<file path="src/common/bit_align_pkg.sv">
package bit_align_pkg;

   // --------------------
   // Tap indexing

   localparam int tap_width = 8;                     // 256-tap IOD delay line
   localparam int tap_count = 2 ** tap_width;

   typedef logic [tap_width-1:0] tap_t;
   typedef logic [tap_width:0]   width_t;            // Eye width up to tap_count

   localparam tap_t tap_last = tap_t'(tap_count - 1);

   // --------------------
   // IOD interface

   // Pulses and direction towards the delay line
   typedef struct packed {
      logic clr_flags;                               // Clear sticky early/late flags
      logic load;                                    // Reload delay to tap 0
      logic dir;                                     // High moves to higher taps
      logic move;                                    // Step one tap
   } iod_ctrl_t;

   // Flags back from the IOD sampler
   typedef struct packed {
      logic early;
      logic late;
      logic oor;                                     // Delay out of range
   } iod_flags_t;

   // --------------------
   // Control and status

   typedef struct packed {
      logic restart;
      logic hold;                                    // Freeze new tap steps
      logic skip;                                    // Sampled at start of run
   } align_cmd_t;

   typedef struct packed {
      logic start;
      logic done;
      logic err;                                     // Eye below minimum width
      logic oor;
   } align_status_t;

   // One sequencer event per sampled tap
   typedef struct packed {
      logic valid;
      logic first;                                   // Clears the record on a new sweep
      tap_t tap;
   } sweep_evt_t;

endpackage

</file>
<file path="src/training/eye_window_tracker.sv">
`timescale 1ns/1ns

module eye_window_tracker (
   input  logic                      sclk,
   input  logic                      train_reset,
   input  bit_align_pkg::sweep_evt_t sweep_evt,
   input  bit_align_pkg::iod_flags_t iod_flags,
   output bit_align_pkg::tap_t       win_left,
   output bit_align_pkg::tap_t       win_right,
   output bit_align_pkg::width_t     win_width
);
   import bit_align_pkg::*;

   logic   run_open;
   tap_t   run_start;
   tap_t   best_left;
   tap_t   best_right;
   width_t best_width;
   logic   clean;
   logic   open_now;
   logic   close_run;
   tap_t   close_start;
   tap_t   close_end;
   width_t close_width;
   width_t best_now;

   assign win_left  = best_left;
   assign win_right = best_right;
   assign win_width = best_width;

   // An out-of-range tap counts as a closed eye
   assign clean    = !(iod_flags.early || iod_flags.late || iod_flags.oor);
   assign open_now = sweep_evt.first ? 1'b0 : run_open;
   assign best_now = sweep_evt.first ? '0 : best_width;

   // --------------------
   // Run closing

   always_comb begin
      close_run   = 1'b0;
      close_start = run_start;
      close_end   = sweep_evt.tap;
      if (sweep_evt.valid) begin
         if (clean && sweep_evt.tap == tap_last) begin
            close_run   = 1'b1;                      // Last tap ends any open run
            close_start = open_now ? run_start : sweep_evt.tap;
         end else if (!clean && open_now) begin
            close_run = 1'b1;
            close_end = sweep_evt.tap - 1'b1;        // Previous tap was the last clean one
         end
      end
      close_width = {1'b0, close_end} - {1'b0, close_start} + 1'b1;
   end

   always_ff @(posedge sclk) begin
      if (train_reset) begin
         run_open   <= 1'b0;
         best_left  <= '0;
         best_right <= '0;
         best_width <= '0;
      end else begin
         if (sweep_evt.first) begin
            run_open   <= 1'b0;
            best_left  <= '0;
            best_right <= '0;
            best_width <= '0;
         end
         if (sweep_evt.valid) begin
            if (clean && !open_now) begin
               run_open  <= 1'b1;
               run_start <= sweep_evt.tap;
            end
            if (!clean) begin
               run_open <= 1'b0;
            end
            // Strictly wider only, so the first of equal eyes stays
            if (close_run && close_width > best_now) begin
               best_left  <= close_start;
               best_right <= close_end;
               best_width <= close_width;
            end
         end
      end
   end

endmodule

</file>
<file path="src/training/tap_stepper.sv">
`timescale 1ns/1ns

module tap_stepper #(
   parameter int wait_cnt_width = 3
) (
   input  logic sclk,
   input  logic reset,
   input  logic step_load,
   input  logic step_move,
   input  logic step_dir,
   output logic iod_ctrl_move,
   output logic iod_ctrl_load,
   output logic iod_ctrl_dir,
   output logic step_ready
);

   logic                      busy;
   logic [wait_cnt_width-1:0] wait_cnt;

   // Idle means ready for the next request
   assign step_ready = !busy;

   // --------------------
   // Pulse and settle

   always_ff @(posedge sclk) begin
      if (reset) begin
         busy          <= 1'b0;
         wait_cnt      <= '0;
         iod_ctrl_load <= 1'b0;
         iod_ctrl_move <= 1'b0;
         iod_ctrl_dir  <= 1'b0;
      end else begin
         iod_ctrl_load <= 1'b0;                      // Single-cycle pulses
         iod_ctrl_move <= 1'b0;
         if (!busy) begin
            if (step_load || step_move) begin
               busy          <= 1'b1;
               wait_cnt      <= '0;
               iod_ctrl_load <= step_load;
               iod_ctrl_move <= step_move && !step_load;   // Load wins
               iod_ctrl_dir  <= step_dir;
            end
         end else if (wait_cnt == '1) begin
            busy <= 1'b0;                            // Delay line has settled
         end else begin
            wait_cnt <= wait_cnt + 1'b1;
         end
      end
   end

endmodule

</file>
<file path="src/training/training_sequencer.sv">
`timescale 1ns/1ns

module training_sequencer #(
   parameter int min_window = 10
) (
   input  logic                         sclk,
   input  logic                         reset,
   input  logic                         train_reset,
   input  bit_align_pkg::iod_flags_t    iod_flags,
   input  bit_align_pkg::align_cmd_t    cmd,
   input  logic                         step_ready,
   input  bit_align_pkg::tap_t          win_left,
   input  bit_align_pkg::tap_t          win_right,
   input  bit_align_pkg::width_t        win_width,
   output logic                         step_load,
   output logic                         step_move,
   output logic                         step_dir,
   output logic                         clr_flags,
   output bit_align_pkg::sweep_evt_t    sweep_evt,
   output bit_align_pkg::align_status_t status,
   output bit_align_pkg::tap_t          tap_delay
);
   import bit_align_pkg::*;

   typedef enum logic [2:0] {
      st_idle,
      st_clear,
      st_load,
      st_sweep,
      st_evaluate,
      st_recentre,
      st_finished
   } state_t;

   state_t             state;
   align_status_t      status_q;
   logic               clr_q;
   logic               issued;                     // Request waiting for its settle
   logic               loaded;                     // Recentre load has completed
   logic               skip_run;
   tap_t               cur_tap;
   tap_t               centre;
   tap_t               move_cnt;
   logic               req_ok;
   logic               step_done;
   logic               sample_now;
   logic               run_start;
   tap_t               sample_tap;
   logic [tap_width:0] centre_sum;

   // --------------------
   // Step requests

   assign req_ok    = step_ready && !issued && !cmd.hold;
   assign step_done = step_ready && issued;        // Settle wait just ended

   assign step_load = req_ok && (state == st_load || (state == st_recentre && !loaded));
   assign step_move = req_ok && (state == st_sweep ||
                                 (state == st_recentre && loaded && move_cnt != centre));
   assign step_dir  = step_move;                   // Always stepping upwards

   // --------------------
   // Sweep sampling

   assign sample_now = step_done && (state == st_load || state == st_sweep);
   assign sample_tap = (state == st_sweep) ? cur_tap + 1'b1 : '0;
   assign sweep_evt  = '{valid: sample_now,
                         first: (state == st_clear) || (sample_now && state == st_load),
                         tap:   sample_tap};

   assign centre_sum = {1'b0, win_left} + {1'b0, win_right};
   assign run_start  = (state == st_idle) || cmd.restart;

   assign status    = status_q;
   assign clr_flags = clr_q;
   assign tap_delay = centre;

   always_ff @(posedge sclk) begin
      if (reset || train_reset) begin
         state    <= st_idle;
         status_q <= '0;
         clr_q    <= 1'b0;
         issued   <= 1'b0;
         loaded   <= 1'b0;
         skip_run <= 1'b0;
         cur_tap  <= '0;
         centre   <= '0;
         move_cnt <= '0;
      end else begin
         status_q.start <= 1'b0;
         clr_q          <= 1'b0;
         if (run_start) begin
            state    <= st_clear;
            status_q <= '{start: 1'b1, default: 1'b0};
            clr_q    <= 1'b1;
            issued   <= 1'b0;
            skip_run <= cmd.skip;
            centre   <= '0;
         end else begin
            if (step_load || step_move) begin
               issued <= 1'b1;
            end
            case (state)
               st_clear: begin
                  state <= skip_run ? st_evaluate : st_load;
               end
               st_load, st_sweep: begin
                  if (sample_now) begin
                     issued  <= 1'b0;
                     cur_tap <= sample_tap;
                     if (iod_flags.oor) begin
                        status_q.oor <= 1'b1;          // Sweep cut short
                        state        <= st_evaluate;
                     end else if (sample_tap == tap_last) begin
                        state <= st_evaluate;
                     end else begin
                        state <= st_sweep;
                     end
                  end
               end
               st_evaluate: begin
                  loaded   <= 1'b0;
                  move_cnt <= '0;
                  if (skip_run) begin
                     status_q.done <= 1'b1;
                     state         <= st_finished;
                  end else if (win_width < width_t'(min_window)) begin
                     status_q.err <= 1'b1;
                     state        <= st_finished;
                  end else begin
                     centre <= centre_sum[tap_width:1];
                     state  <= st_recentre;
                  end
               end
               st_recentre: begin
                  if (step_done) begin
                     issued <= 1'b0;
                     if (!loaded) begin
                        loaded <= 1'b1;
                     end else begin
                        move_cnt <= move_cnt + 1'b1;
                     end
                  end else if (!issued && loaded && move_cnt == centre) begin
                     status_q.done <= 1'b1;              // Delay sits at eye centre
                     state         <= st_finished;
                  end
               end
               default: begin
                  state <= st_finished;                // Wait for restart
               end
            endcase
         end
      end
   end

endmodule

</file>
<file path="src/verilog/bit_align_top.sv">
`timescale 1ns/1ns

module bit_align_top #(
   parameter int rst_cnt_width  = 10,
   parameter int wait_cnt_width = 3,
   parameter int min_window     = 10
) (
   input  logic                         sclk,
   input  logic                         reset,
   input  logic                         pll_lock,
   input  bit_align_pkg::iod_flags_t    iod_flags,
   input  bit_align_pkg::align_cmd_t    cmd,
   output bit_align_pkg::iod_ctrl_t     iod_ctrl,
   output bit_align_pkg::align_status_t status,
   output bit_align_pkg::tap_t          left_win,
   output bit_align_pkg::tap_t          right_win,
   output bit_align_pkg::tap_t          tap_delay
);
   import bit_align_pkg::*;

   logic       train_reset;
   logic       step_load;
   logic       step_move;
   logic       step_dir;
   logic       step_ready;
   logic       clr_flags;
   logic       ctrl_load;
   logic       ctrl_move;
   logic       ctrl_dir;
   sweep_evt_t sweep_evt;
   width_t     win_width;

   // Flag clear comes from the sequencer, the rest from the stepper
   assign iod_ctrl = '{clr_flags: clr_flags, load: ctrl_load, dir: ctrl_dir, move: ctrl_move};

   // --------------------
   // Lock gating

   lock_reset_sync #(
      .rst_cnt_width (rst_cnt_width)
   ) i_lock_reset_sync (
      .sclk        (sclk),
      .reset       (reset),
      .pll_lock    (pll_lock),
      .train_reset (train_reset)
   );

   // --------------------
   // Training

   training_sequencer #(
      .min_window (min_window)
   ) i_training_sequencer (
      .sclk        (sclk),
      .reset       (reset),
      .train_reset (train_reset),
      .iod_flags   (iod_flags),
      .cmd         (cmd),
      .step_ready  (step_ready),
      .win_left    (left_win),
      .win_right   (right_win),
      .win_width   (win_width),
      .step_load   (step_load),
      .step_move   (step_move),
      .step_dir    (step_dir),
      .clr_flags   (clr_flags),
      .sweep_evt   (sweep_evt),
      .status      (status),
      .tap_delay   (tap_delay)
   );

   tap_stepper #(
      .wait_cnt_width (wait_cnt_width)
   ) i_tap_stepper (
      .sclk          (sclk),
      .reset         (reset),
      .step_load     (step_load),
      .step_move     (step_move),
      .step_dir      (step_dir),
      .iod_ctrl_move (ctrl_move),
      .iod_ctrl_load (ctrl_load),
      .iod_ctrl_dir  (ctrl_dir),
      .step_ready    (step_ready)
   );

   eye_window_tracker i_eye_window_tracker (
      .sclk        (sclk),
      .train_reset (train_reset),
      .sweep_evt   (sweep_evt),
      .iod_flags   (iod_flags),
      .win_left    (left_win),
      .win_right   (right_win),
      .win_width   (win_width)
   );

endmodule

</file>
<file path="src/verilog/lock_reset_sync.sv">
`timescale 1ns/1ns

module lock_reset_sync #(
   parameter int rst_cnt_width = 10
) (
   input  logic sclk,
   input  logic reset,
   input  logic pll_lock,
   output logic train_reset
);

   logic                     lock_meta;
   logic                     lock_sync;
   logic [rst_cnt_width-1:0] hold_cnt;

   // Two-flop synchroniser for the asynchronous lock
   always_ff @(posedge sclk) begin
      if (reset) begin
         lock_meta <= 1'b0;
         lock_sync <= 1'b0;
      end else begin
         lock_meta <= pll_lock;
         lock_sync <= lock_meta;
      end
   end

   // Hold-off counter
   always_ff @(posedge sclk) begin
      if (reset) begin
         hold_cnt    <= '0;
         train_reset <= 1'b1;
      end else if (!lock_sync) begin
         hold_cnt    <= '0;                          // Any dropout restarts the wait
         train_reset <= 1'b1;
      end else if (train_reset) begin
         if (hold_cnt == '1) begin
            train_reset <= 1'b0;                     // Lock stable for 2**rst_cnt_width
         end else begin
            hold_cnt <= hold_cnt + 1'b1;
         end
      end
   end

endmodule
</file>
<file path="config.mk">
export PLATFORM = sky130hd
export DESIGN_NAME = bit_align_top
export DESIGN_NICKNAME = d
export VERILOG_FILES = /design/src/common/bit_align_pkg.sv /design/src/training/eye_window_tracker.sv /design/src/training/tap_stepper.sv /design/src/training/training_sequencer.sv /design/src/verilog/bit_align_top.sv /design/src/verilog/lock_reset_sync.sv
export SDC_FILE = /design/constraint.sdc
export NUM_CORES = 1
export LEC_CHECK = 0
export BUFFER_PORTS_ARGS = -buffer_cell sky130_fd_sc_hd__buf_2
export CORE_ASPECT_RATIO = 1.4
export CORE_MARGIN = 2
export CORE_UTILIZATION = 43
export DETAILED_ROUTE_END_ITERATION = 8
export PLACE_DENSITY = 0.67
export SLEW_MARGIN = 10
export SYNTH_ARGS = -nofsm -noshare
export SYNTH_HDL_FRONTEND = slang
export SYNTH_SLANG_ARGS = --single-unit
</file>
<file path="constraint.sdc">
create_clock -name sclk -period 8.3 [get_ports sclk]
set_input_delay 1.66 -clock sclk [delete_from_list [all_inputs] [get_ports sclk]]
set_output_delay 1.66 -clock sclk [all_outputs]
set_load 0.02 [all_outputs]
</file>
* After elaboration in Yosys (flattened, before gate mapping)
Index checks and enable logic that the tools add are counted.
** Operators by class
- Shift-type cells :: 0
- Equality and inequality tests :: 20
- Multiply operators :: 0
- Reduce and logical (&&, ||, !) cells :: 53
- Bitwise operators :: 8
- Add/subtract/negate cells :: 8
- Magnitude comparators :: 2
- Multiplexer cells :: 55
- Div/mod/pow operators :: 0
** Operators with widths (count)
- $mux W8 :: 15
- $mux W3 :: 10
- $mux W9 :: 3
- $reduce_and A3 Y1 :: 8
- $mux W1 :: 21
- $logic_and A1 B1 Y1 :: 17
- $add A8 B1 Y8 const B :: 2
- $pmux W8 S2 :: 1
- $pmux W3 S4 :: 1
- $add A10 B1 Y10 const B :: 1
- $eq A10 B10 Y1 const B :: 1
- $add A8 B8 Y9 :: 1
- $add A9 B1 Y9 const B :: 1
- $eq A3 B3 Y1 const B :: 3
- $gt A9 B9 Y1 :: 1
- $logic_or A1 B1 Y1 :: 9
- $lt A9 B4 Y1 const B :: 1
- $sub A8 B8 Y9 :: 1
- $eq A8 B8 Y1 :: 1
- $eq A8 B8 Y1 const B :: 1
- $ne A2 B1 Y1 const B :: 4
- $ne A8 B8 Y1 :: 1
- $not A1 Y1 :: 8
- $reduce_and A4 Y1 :: 2
- 16 further kinds :: 32
** Word-level totals
- Latch bits :: 0
- Logic and storage cells :: 172
- Flip-flop bits (word level) :: 88
- Bits in writable memories :: 0
- Bits of input ports :: 9
- ROM bits :: 0
- Memories kept :: 0
- Output and inout bits :: 32

* Depth between registers and ports, before layout
Gate-level depths: netlist of the first run.
- Word-level depth :: 16
- Depth in mapped cells :: 29
- Depth with buffers taken out :: 26

* Hierarchy
Synthesis of the first run repeated with hierarchy kept, for this count alone.
** Second synthesis, totals
- Cell total of the unflattened synthesis :: 586
- Area total of the unflattened synthesis :: 5253.8 um^2
** Modules (own cells, without submodules)
- eye_window_tracker :: area an instance 2177.1 um^2, seq. area each 760.7 um^2, cells an instance 232, instances 1
- training_sequencer :: area an instance 2099.5 um^2, seq. area each 680.7 um^2, cells an instance 251, instances 1
- lock_reset_sync :: area an instance 631.9 um^2, seq. area each 260.2 um^2, cells an instance 68, instances 1
- tap_stepper :: area an instance 315.3 um^2, seq. area each 140.1 um^2, cells an instance 31, instances 1
- bit_align_top :: area an instance 30.0 um^2, seq. area each 0.0 um^2, cells an instance 4, instances 1

* Worst setup path after synthesis of the first run
No wires, ideal clock.
- Path type :: input-to-reg
- From :: input iod_flags[0] (netlist bit)
- To :: register i_eye_window_tracker.best_width[6] (netlist: i_eye_window_tracker.win_width[6])
- Buffers on the path :: 1
- Arrival time :: 6394 ps
- Stages :: 22
- Data required time :: 8172 ps
- Setup time :: 128 ps
- Path slack :: 1779 ps
- Path through :: or3_4 or3_1 a21o_1 nor4_4 mux2_2 ha_1 inv_1 ha_1 inv_1 fa_1 nor2b_1 o21ai_0 a21boi_0 nor2_1 ha_1 a2111oi_0 a31oi_1 a211o_1 o211ai_1 buf_2 mux2i_1 nor2_1
** Between the ends
- Cells in the longest elaborated chain, start to end :: 11
- Elaborated cells on any way between the ends :: 18
- Those cells by class :: add/sub: 2; order compare: 1; mux: 10; reduce/logical: 5
** RTL lines
- from (decl) :: RTL line bit_align_top.sv:11 : input bit_align_pkg::iod_flags_t iod_flags,
- $logic_or A1 B1 Y1 (*) :: RTL line eye_window_tracker.sv:32 : assign clean = !(iod_flags.early || iod_flags.late || iod_flags.oor);
- $logic_and A1 B1 Y1 or $logic_not A1 Y1 (tied branches) :: RTL line eye_window_tracker.sv:47, eye_window_tracker.sv:32
- $mux W8 or $logic_and A1 B1 Y1 (tied branches) :: RTL line eye_window_tracker.sv:47, eye_window_tracker.sv:44
- $mux W8 :: RTL line eye_window_tracker.sv:44 : if (clean && sweep_evt.tap == tap_last) begin
- $mux W8 :: RTL line eye_window_tracker.sv:43 : if (sweep_evt.valid) begin
- $sub A8 B8 Y9 :: RTL line eye_window_tracker.sv:52 : close_width = {1'b0, close_end} - {1'b0, close_start} + 1'b1;
- $add A9 B1 Y9 :: RTL line eye_window_tracker.sv:52
- $gt A9 B9 Y1 :: RTL line eye_window_tracker.sv:77 : if (close_run && close_width > best_now) begin
- $logic_and A1 B1 Y1 :: RTL line eye_window_tracker.sv:77
- $mux W9 (*) :: RTL line eye_window_tracker.sv:77
- $mux W9 (*) :: RTL line eye_window_tracker.sv:68 : if (sweep_evt.valid) begin
- to (signal assigned) :: RTL line eye_window_tracker.sv:80 : best_width <= close_width;
- to (decl) :: RTL line eye_window_tracker.sv:18 : width_t best_width;
Mark *: on every way between the ends. The rest lies on a longest branch, timed or not.
A chain may end at the register's enable or synchronous reset.

* Final worst setup path of the first run
- From :: input iod_flags[0] (netlist bit)
- To :: register i_eye_window_tracker.best_width[7] (netlist: i_eye_window_tracker.win_width[7])
Same word-level chain as after synthesis.

==> summary.txt, run 1 <==
Route
  • DR vias: 4,040
  • Post-route ant nets: 0
  • WL per Instance: 15.0 um
  • Iteration-0 DRC Markers: 209
  • First-pass iteration count of the detailed router: 4
  • DRC: 0
  • Total routed wirelength: 11,200 um
  • Via-to-Cell Ratio: 5.42

STA
  • Final worst path period need: 6990 ps
  • Final setup vio count: 0
  • Setup Skew: 9.15 ps
  • Period utilization: 0.842
  • Final hold vios: 0
  • Slew HR: 0.406
  • RSZ-0062 raised after global routing: no
  • FMAX: 0.143 GHz
  • Pins Over Slew Limit: 0
  • Setup tns final: 0 ps
  • Measured slew at the worst slew-check pin: 884 ps

Setup path
  • Data arrival, critical path: 7210 ps
  • Reg2Reg Depth: 24
  • Critical path capture point type: register
  • R2R setup slack: 1860 ps
  • Cell Chain, Critical Path: buf_2, or3_4, or3_1, a21o_1, nor4_4, mux2_2, ha_1, inv_1, ha_1, inv_1, fa_1, nor2b_1, o21ai_0, a21boi_0, nor2_1, ha_1, a2111oi_0, a31oi_1, a211o_1, o211ai_1, buf_4, mux2i_1, nor2_1
  • CP startpoint kind: input port
  • R2r endpoint: i_eye_window_tracker.win_width[7]
  • Worst-path fanout max: 38
  • Crit path max-delay cell type: nor4_4
  • Worst path max stage delay: 460 ps
  • Worst Setup Path Type: in2reg
  • Crit path required time: 8520 ps
  • Worst r2r src: i_training_sequencer.state[0]
  • Most frequent CP cell: ha_1
  • Critical path's top delay family: compound AO/OA/AOI/OAI gates
  • WP buf/inv: 4

Clock tree
  • Clock sink total: 88
  • Post_cts resized: 0
  • Cts hold-fix bufs: 0
  • H-tree depth: 3
  • Clock buffer depth: 2
  • Setup Buffers After CTS: 0
  • Worst-path clk slew: 60 ps
  • TritonCTS Buffers: 9
  • Clk Tree Root Cell: clkbuf_16
  • Clock insertion delay at the later pin of the skew report: 340 ps
  • TritonCTS clock tree: done

Power and ir drop
  • LEAKAGE: 0.00214 uW
  • Pwr/cell area: 158 mW/mm^2
  • Worst IR drop on VDD: 0.0902 mV
  • Clock power share: 0.503
  • Combinational share of power: 0.007
  • Internal Power: 701 uW
  • Sequential power share: 0.491
  • Tot Pwr: 873 uW
  • Sw Share: 0.197
  • NetSw: 172 uW

Placement
  • DP Area: 0.00518 mm^2
  • GPL Wtd Cong: 0.879
  • HPWL after detailed placement: 8710 um
  • # port buffers: 40

Synthesis
  • Mapped Cells: 567
  • Register bit total from synthesis: 88
  • Multiplexer area fraction after synthesis: 0.0457
  • Largest family of logic cells by synthesized area: simple AND/OR/NAND/NOR gates
  • Post-Syn Area: 0.00490 mm^2
  • Sequential fraction of the synthesis area: 0.376
  • Syn avg cell area: 8.64 um^2
  • Yosys top cell by area: dfxtp_1
  • Xor-xnor portion of the synthesized cell area: 0.0697
  • Syn. warnings: 0
  • Most area-consuming cells after synthesis: dfxtp_1 (33%), ha_1 (9.7%), nor2_1 (5.2%)
  • Post-synthesis async set-or-reset flop share: 0
  • Top-count cell post-synth: dfxtp_1
  • Most used DFF post-synth: dfxtp_1
  • Synth top area share: 0.327
  • Unique masters post-synth: 62
  • Top cells by count, synth: dfxtp_1 (80), nor2_1 (68), a21oi_1 (43)
  • Post-Synth Adder-Cell Area: 0.105
  • Post-synthesis compound-gate area fraction: 0.129
  • EDFF count, synth: 8
  • Syn_nets: 616
  • Post-synthesis simple-gate area fraction: 0.230

Cells and area
  • Final Cell Area: 0.00552 mm^2
  • Share of cells above drive strength 1: 0.115
  • Syn-to-layout area delta: 12.6%
  • Diode count: 0
  • Post-layout util: 0.491
  • Final #Nets: 645

Job
  • Max-Cap Viols: 0

Floorplanning
  • Initial Util: 0.437
  • # IOs: 41
  • Die area: 0.0123 mm^2
  • Die width: 94.2 um
  • Die height: 130 um
  • Row cnt: 46
  • Core area: 0.0112 mm^2

Min path
  • Worst Hold Class: reg2reg
  • Min-Delay Endpoint: i_lock_reset_sync.lock_sync
  • Worst Hold Depth: 1
  • Hold_sp: i_lock_reset_sync.lock_meta

GRT
  • First-pass GRT wire length: 18,000 um
  • Largest net degree at the start of global routing: 39
  • Vias in the first global route: 3,850
  • Tot GR Track Use: 0.187
  • Congestion Overflow GR: 0
  • Antenna violations before repair: 0

Outcome
  • Status: complete, no violations
routing by layer:
layer,GRT usage,share of wire,up-vias
met5,0,0,-
met4,0.0861,0.032,0
met3,0.0352,0.033,24
met2,0.354,0.53,78
met1,0.199,0.41,1905
li1,-,-,2033
cell usage in the layout, fill, tap and decap left out, drive strengths merged, types with 2 or more instances in the layout:
cell type / instances
fa: 2
xnor2: 25
xor2: 14
edfxtp: 8
clkbuf: 12
buf: 42
nand3b: 3
a31o: 3
a31oi: 2
a211oi: 2
dfxtp: 80
a32o: 2
mux2: 3
nand4: 9
ha: 38
and3: 4
o2111ai: 2
nand2: 37
a21o: 3
a21oi: 43
nand2b: 14
o21a: 7
nand3: 34
inv: 29
and4: 2
mux2i: 19
nor2b: 9
nor4: 4
or2: 10
nor3: 10
o21ai: 20
and2: 9
nor2: 69
or3: 5
o211ai: 3
power by group through the flow:
| stage | sequential, uW | combinational, uW | clock (uW) |
|---|---|---|---|
| floorplan | 438 | 3.02 | 0 |
| global placement | 438 | 5.58 | 0 |
| detailed placement | 438 | 5.72 | 0 |
| CTS | 428 | 5.76 | 450 |
| global route | 428 | 6.32 | 465 |
| finish | 428 | 5.77 | 439 |
worst register-to-register path, stage by stage (launching register included):
cell and delay (ps):
dfxtp_1 540, nand3b_1 270, nor2_1 470, ha_1 240, and2_1 120, o2111ai_1 220
nor4_4 440, mux2_2 420, ha_1 290, inv_1 60, ha_1 160, inv_1 60
fa_1 410, nor2b_1 110, o21ai_0 90, a21boi_0 300, nor2_1 130, ha_1 220
a2111oi_0 400, a31oi_1 140, a211o_1 290, o211ai_1 210, buf_4 420, mux2i_1 250
nor2_1 50
logic make-up (layout without fill, tap and decap cells):
kind of cell    after synthesis  in the layout
mux                          22             22
compound gates              102            102
buf+inv                      52             86
xor+xnor                     39             39
fa+ha+maj                    40             40
simple gates                224            224
flops                        88             88
layout make-up:
type                       count  area [um^2]
tap                          144          180
clock inverter                 4         57.6
sequential                    88         1840
timing repair buffer          42          215
clock buffer                  12          278
inverter                      28          105
fill                        1051         5710
multi-input combinational    427         2840
how the worst max path moves through the flow:
stage / start / slack [ps] / endpoint / depth (start not counted)
final: iod_flags[0] / 1310 / i_eye_window_tracker.win_width[7] / 23
after global routing: iod_flags[0] / 770 / i_eye_window_tracker.win_width[7] / 23
after CTS: iod_flags[0] / 1360 / i_eye_window_tracker.win_width[7] / 23
after detailed placement: iod_flags[0] / 990 / i_eye_window_tracker.win_width[7] / 23
after global placement: iod_flags[0] / 1100 / i_eye_window_tracker.win_width[7] / 23
after floorplan: iod_flags[0] / 1780 / i_eye_window_tracker.win_width[6] / 22
sequential cells by signal, summed over array words and instances, names as in the netlist, 4 cells and up:
name	flops
i_eye_window_tracker.win_width	9
i_eye_window_tracker.win_right	8
i_eye_window_tracker.win_left	8
i_training_sequencer.tap_delay	8
i_eye_window_tracker.run_start	8
i_training_sequencer.move_cnt	8
i_training_sequencer.cur_tap	8
i_training_sequencer.status	4
i_lock_reset_sync.hold_cnt	10
per-stage QoR:
step / hold WS [ps] / worst slack (ps) / cells
after floorplan: 414 / 1780 / 567
after global placement: 432 / 1100 / 729
after detailed placement: 447 / 991 / 729
after CTS: 459 / 1360 / 745
after global routing: 480 / 774 / 745
final: 453 / 1310 / 745
No activity file was read; power rests on OpenSTA's default activity.
==> inputs of run 2 (changes only) <==
--- a/config.mk
+++ b/config.mk
@@ -5,12 +5,13 @@
 export SDC_FILE = /design/constraint.sdc
 export NUM_CORES = 1
 export LEC_CHECK = 0
+export ABC_AREA = 1
 export BUFFER_PORTS_ARGS = -buffer_cell sky130_fd_sc_hd__buf_2
 export CORE_ASPECT_RATIO = 1.4
 export CORE_MARGIN = 2
 export CORE_UTILIZATION = 43
 export DETAILED_ROUTE_END_ITERATION = 8
-export PLACE_DENSITY = 0.67
+export PLACE_DENSITY = 0.69
 export SLEW_MARGIN = 10
 export SYNTH_ARGS = -nofsm -noshare
 export SYNTH_HDL_FRONTEND = slang
==> constraint.sdc (replaced) <==
create_clock -name sclk -period 5.75 [get_ports sclk]
set_input_delay 1.15 -clock sclk [delete_from_list [all_inputs] [get_ports sclk]]
set_output_delay 1.15 -clock sclk [all_outputs]
set_load 0.02 [all_outputs]
==> run 2 against run 1 <==
Clock power is 28% higher. Die area up 5.5%. First-iteration DRC count grew 7.2%. Wire length increased by 6.6%. Critical path depth is 11 higher. Utilization increased by 0.27 points. Register-to-register slack got worse by 1400 ps. Total power up 36%. Global-route usage shrank 0.44 points.
==> summary.txt, run 2 <==
Outcome
  • Status: complete, no violations (unchanged)

Setup path
  • Crit path required time: 5950 ps (was 8520 ps)
  • Worst Setup Path Type: reg2reg (was in2reg)
  • Reg2Reg Depth: 34 (was 24)
  • Critical path capture point type: register (unchanged)
  • Worst-path fanout max: 10 (was 38)
  • Crit. Startpoint: i_training_sequencer.state[1] (was iod_flags[0])
  • R2R setup slack: 480 ps (was 1860 ps)
  • Critical path endpoint: i_eye_window_tracker.win_left[1] (was i_eye_window_tracker.win_width[7])
  • R2r endpoint: i_eye_window_tracker.win_left[1] (was i_eye_window_tracker.win_width[7])
  • Worst r2r src: i_training_sequencer.state[1] (was i_training_sequencer.state[0])
  • Most frequent CP cell: nand2_1 (was ha_1)
  • Data arrival, critical path: 5470 ps (was 7210 ps)
  • CP startpoint kind: register (was input port)
  • Worst path max stage delay: 420 ps (was 460 ps)
  • Crit path max-delay cell type: dfxtp_1 (was nor4_4)

Synthesis
  • Register bit total from synthesis: 88 (unchanged)
  • Post-Syn Area: 0.00518 mm^2 (was 0.00490 mm^2)
  • Syn. warnings: 0 (unchanged)
  • EDFF count, synth: 8 (unchanged)
  • Post-synthesis async set-or-reset flop share: 0 (unchanged)
  • Top cells by count, synth: nand2_1 (130), inv_1 (90), dfxtp_1 (80) (was dfxtp_1 (80), nor2_1 (68), a21oi_1 (43))
  • Sequential fraction of the synthesis area: 0.356 (was 0.376)
  • Top-count cell post-synth: nand2_1 (was dfxtp_1)
  • Synth top area share: 0.309 (was 0.327)
  • Yosys top cell by area: dfxtp_1 (unchanged)
  • Unique masters post-synth: 44 (was 62)
  • Syn_nets: 750 (was 616)
  • Mapped Cells: 701 (was 567)
  • Most area-consuming cells after synthesis: dfxtp_1 (31%), nand2_1 (9.4%), ha_1 (9.2%) (was dfxtp_1 (33%), ha_1 (9.7%), nor2_1 (5.2%))
  • Syn avg cell area: 7.39 um^2 (was 8.64 um^2)
  • Most used DFF post-synth: dfxtp_1 (unchanged)

Route
  • DRC: 0 (unchanged)
  • Via-to-Cell Ratio: 5.18 (was 5.42)
  • Total routed wirelength: 11,900 um (was 11,200 um)
  • Iteration-0 DRC Markers: 224 (was 209)
  • First-pass iteration count of the detailed router: 4 (unchanged)
  • WL per Instance: 13.4 um (was 15.0 um)
  • Post-route ant nets: 0 (unchanged)
  • DR vias: 4,622 (was 4,040)

Cells and area
  • Largest register FFs: 10 (unchanged)
  • Syn-to-layout area delta: 12.2% (was 12.6%)
  • Share of cells above drive strength 1: 0.141 (was 0.115)
  • Final #Nets: 790 (was 645)
  • Diode count: 0 (unchanged)
  • Commonest non-fill, non-tap cells in the layout: nand2_1 (129), inv_1 (90), dfxtp_1 (80) (was dfxtp_1 (80), nor2_1 (68), a21oi_1 (43))
  • Most common cell after layout, fill and taps aside: nand2_1 (was dfxtp_1)
  • Biggest register: i_lock_reset_sync.hold_cnt (unchanged)

Power and ir drop
  • Pwr/cell area: 204 mW/mm^2 (was 158 mW/mm^2)
  • Worst IR drop on VDD: 0.137 mV (was 0.0902 mV)
  • LEAKAGE: 0.00256 uW (was 0.00214 uW)

STA
  • Setup Skew: 10.2 ps (was 9.15 ps)
  • Period utilization: 0.917
  • Hold WS: 418 ps (was 453 ps)
  • Final worst path period need: 5270 ps
  • Final hold vios: 0 (unchanged)
  • FMAX: 0.190 GHz
  • Slew HR: 0.427 (was 0.406)
  • Measured slew at the worst slew-check pin: 857 ps (was 884 ps)
  • Setup ws final: 480 ps (was 1310 ps)
  • Final setup vio count: 0 (unchanged)
  • Pins Over Slew Limit: 0 (unchanged)

GRT
  • Vias in the first global route: 4,339 (was 3,850)
  • Tot GR Track Use: 0.183 (was 0.187)
  • M1 GR Usage: 0.207 (was 0.199)
  • Congestion Overflow GR: 0 (unchanged)
  • First-pass GRT wire length: 19,600 um (was 18,000 um)
  • Met3 Use GR: 0.0386 (was 0.0352)
  • Largest net degree at the start of global routing: 27 (was 39)
  • Met2 usage: 0.334 (was 0.354)
  • Antenna violations before repair: 0 (unchanged)
  • Gr busiest metal: met2 (unchanged)

Clock tree
  • Clock sink total: 88 (unchanged)
  • Clock insertion delay at the later pin of the skew report: 340 ps (about the same)
  • TritonCTS clock tree: done (unchanged)
  • Clk Tree Root Cell: clkbuf_16 (unchanged)
  • Worst-path clk slew: 70 ps (was 60 ps)
  • TritonCTS Buffers: 9 (unchanged)
  • H-tree depth: 3 (unchanged)
  • Clock buffer depth: 2 (unchanged)

Floorplanning
  • # IOs: 41 (unchanged)
  • Die width: 96.8 um (was 94.2 um)
  • Initial Util: 0.440 (was 0.437)
  • Die area: 0.0130 mm^2 (was 0.0123 mm^2)
  • Core area: 0.0118 mm^2 (was 0.0112 mm^2)
  • Die height: 134 um (was 130 um)
  • Row cnt: 47 (was 46)

Job
  • Max-Cap Viols: 0 (unchanged)

Min path
  • Worst Hold Class: reg2reg (unchanged)

Placement
  • HPWL after detailed placement: 9190 um (was 8710 um)
  • GPL Wtd Cong: 0.927 (was 0.879)
  • # port buffers: 40 (unchanged)
  • Pre-CTS setup slack: 192 ps (was 991 ps)
run 2: cell families after synthesis:
group           synth area share
simple gates               0.268
compound gates             0.140
flops                      0.356
fa+ha+maj                 0.0995
buf+inv                   0.0913
xor+xnor                  0.0454
run 2: cell type report:
type | count | area (um^2)
fillers | 1154 | 5950
multi-input cells | 500 | 2890
flip-flops and latches | 88 | 1840
inverters | 98 | 368
clock buffers | 11 | 243
repair buffers | 44 | 243
well taps | 147 | 184
clock inverters | 5 | 41.3
run 2: how the worst min path moves through the flow:
stage / start / end / slack (ps) / cells after the start
finish: i_lock_reset_sync.lock_meta / i_lock_reset_sync.lock_sync / 420 / 2
global route: i_lock_reset_sync.lock_meta / i_lock_reset_sync.lock_sync / 430 / 2
global placement: i_lock_reset_sync.lock_meta / i_lock_reset_sync.lock_sync / 400 / 2
detailed placement: i_lock_reset_sync.lock_meta / i_lock_reset_sync.lock_sync / 410 / 2
floorplan: i_lock_reset_sync.lock_meta / i_lock_reset_sync.lock_sync / 390 / 2
CTS: i_lock_reset_sync.lock_meta / i_lock_reset_sync.lock_sync / 420 / 2
run 2: metal layers:
metal / share of wire / routed length, um
met3: 0.038 / 457
met5: 0 / 0
met1: 0.42 / 5060
met2: 0.51 / 6060
met4: 0.030 / 359
run 2: where the power goes:
group / switching, uW / internal [uW]
Combinational: 4.31 / 2.96
Clock: 252 / 309
Sequential: 0.407 / 618
Total: 257 / 930
run 2: worst max-delay path: cells and delay by family (launching register included):
family | cells | cell delay, ps
XOR/XNOR | 1 | 140
buffers and inverters | 4 | 430
flip-flops | 1 | 420
AND/OR/NAND/NOR | 20 | 2190
AO/OA/AOI/OAI | 4 | 660
adder cells (fa/ha/maj) | 5 | 1270
run 2: stage by stage:
step | TNS [ps] | utilization | cell area (um^2) | cells | total power (uW)
finish | 0 | 0.494 | 5810 | 893 | 1190
detailed placement | 0 | 0.465 | 5470 | 874 | 639
global placement | 0 | 0.465 | 5470 | 874 | 639
CTS | 0 | 0.489 | 5760 | 890 | 1200
global route | -185 | 0.494 | 5810 | 893 | 1230
floorplan | 0 | - | 5180 | 701 | 635
run 2: repair_timing:
| item | in CTS | in global routing |
|---|---|---|
| hold buffers | 0 | 0 |
| endpoints found under the setup margin | 0 | 25 |
| setup buffers | 0 | 2 |
| resized for setup | 0 | 6 |
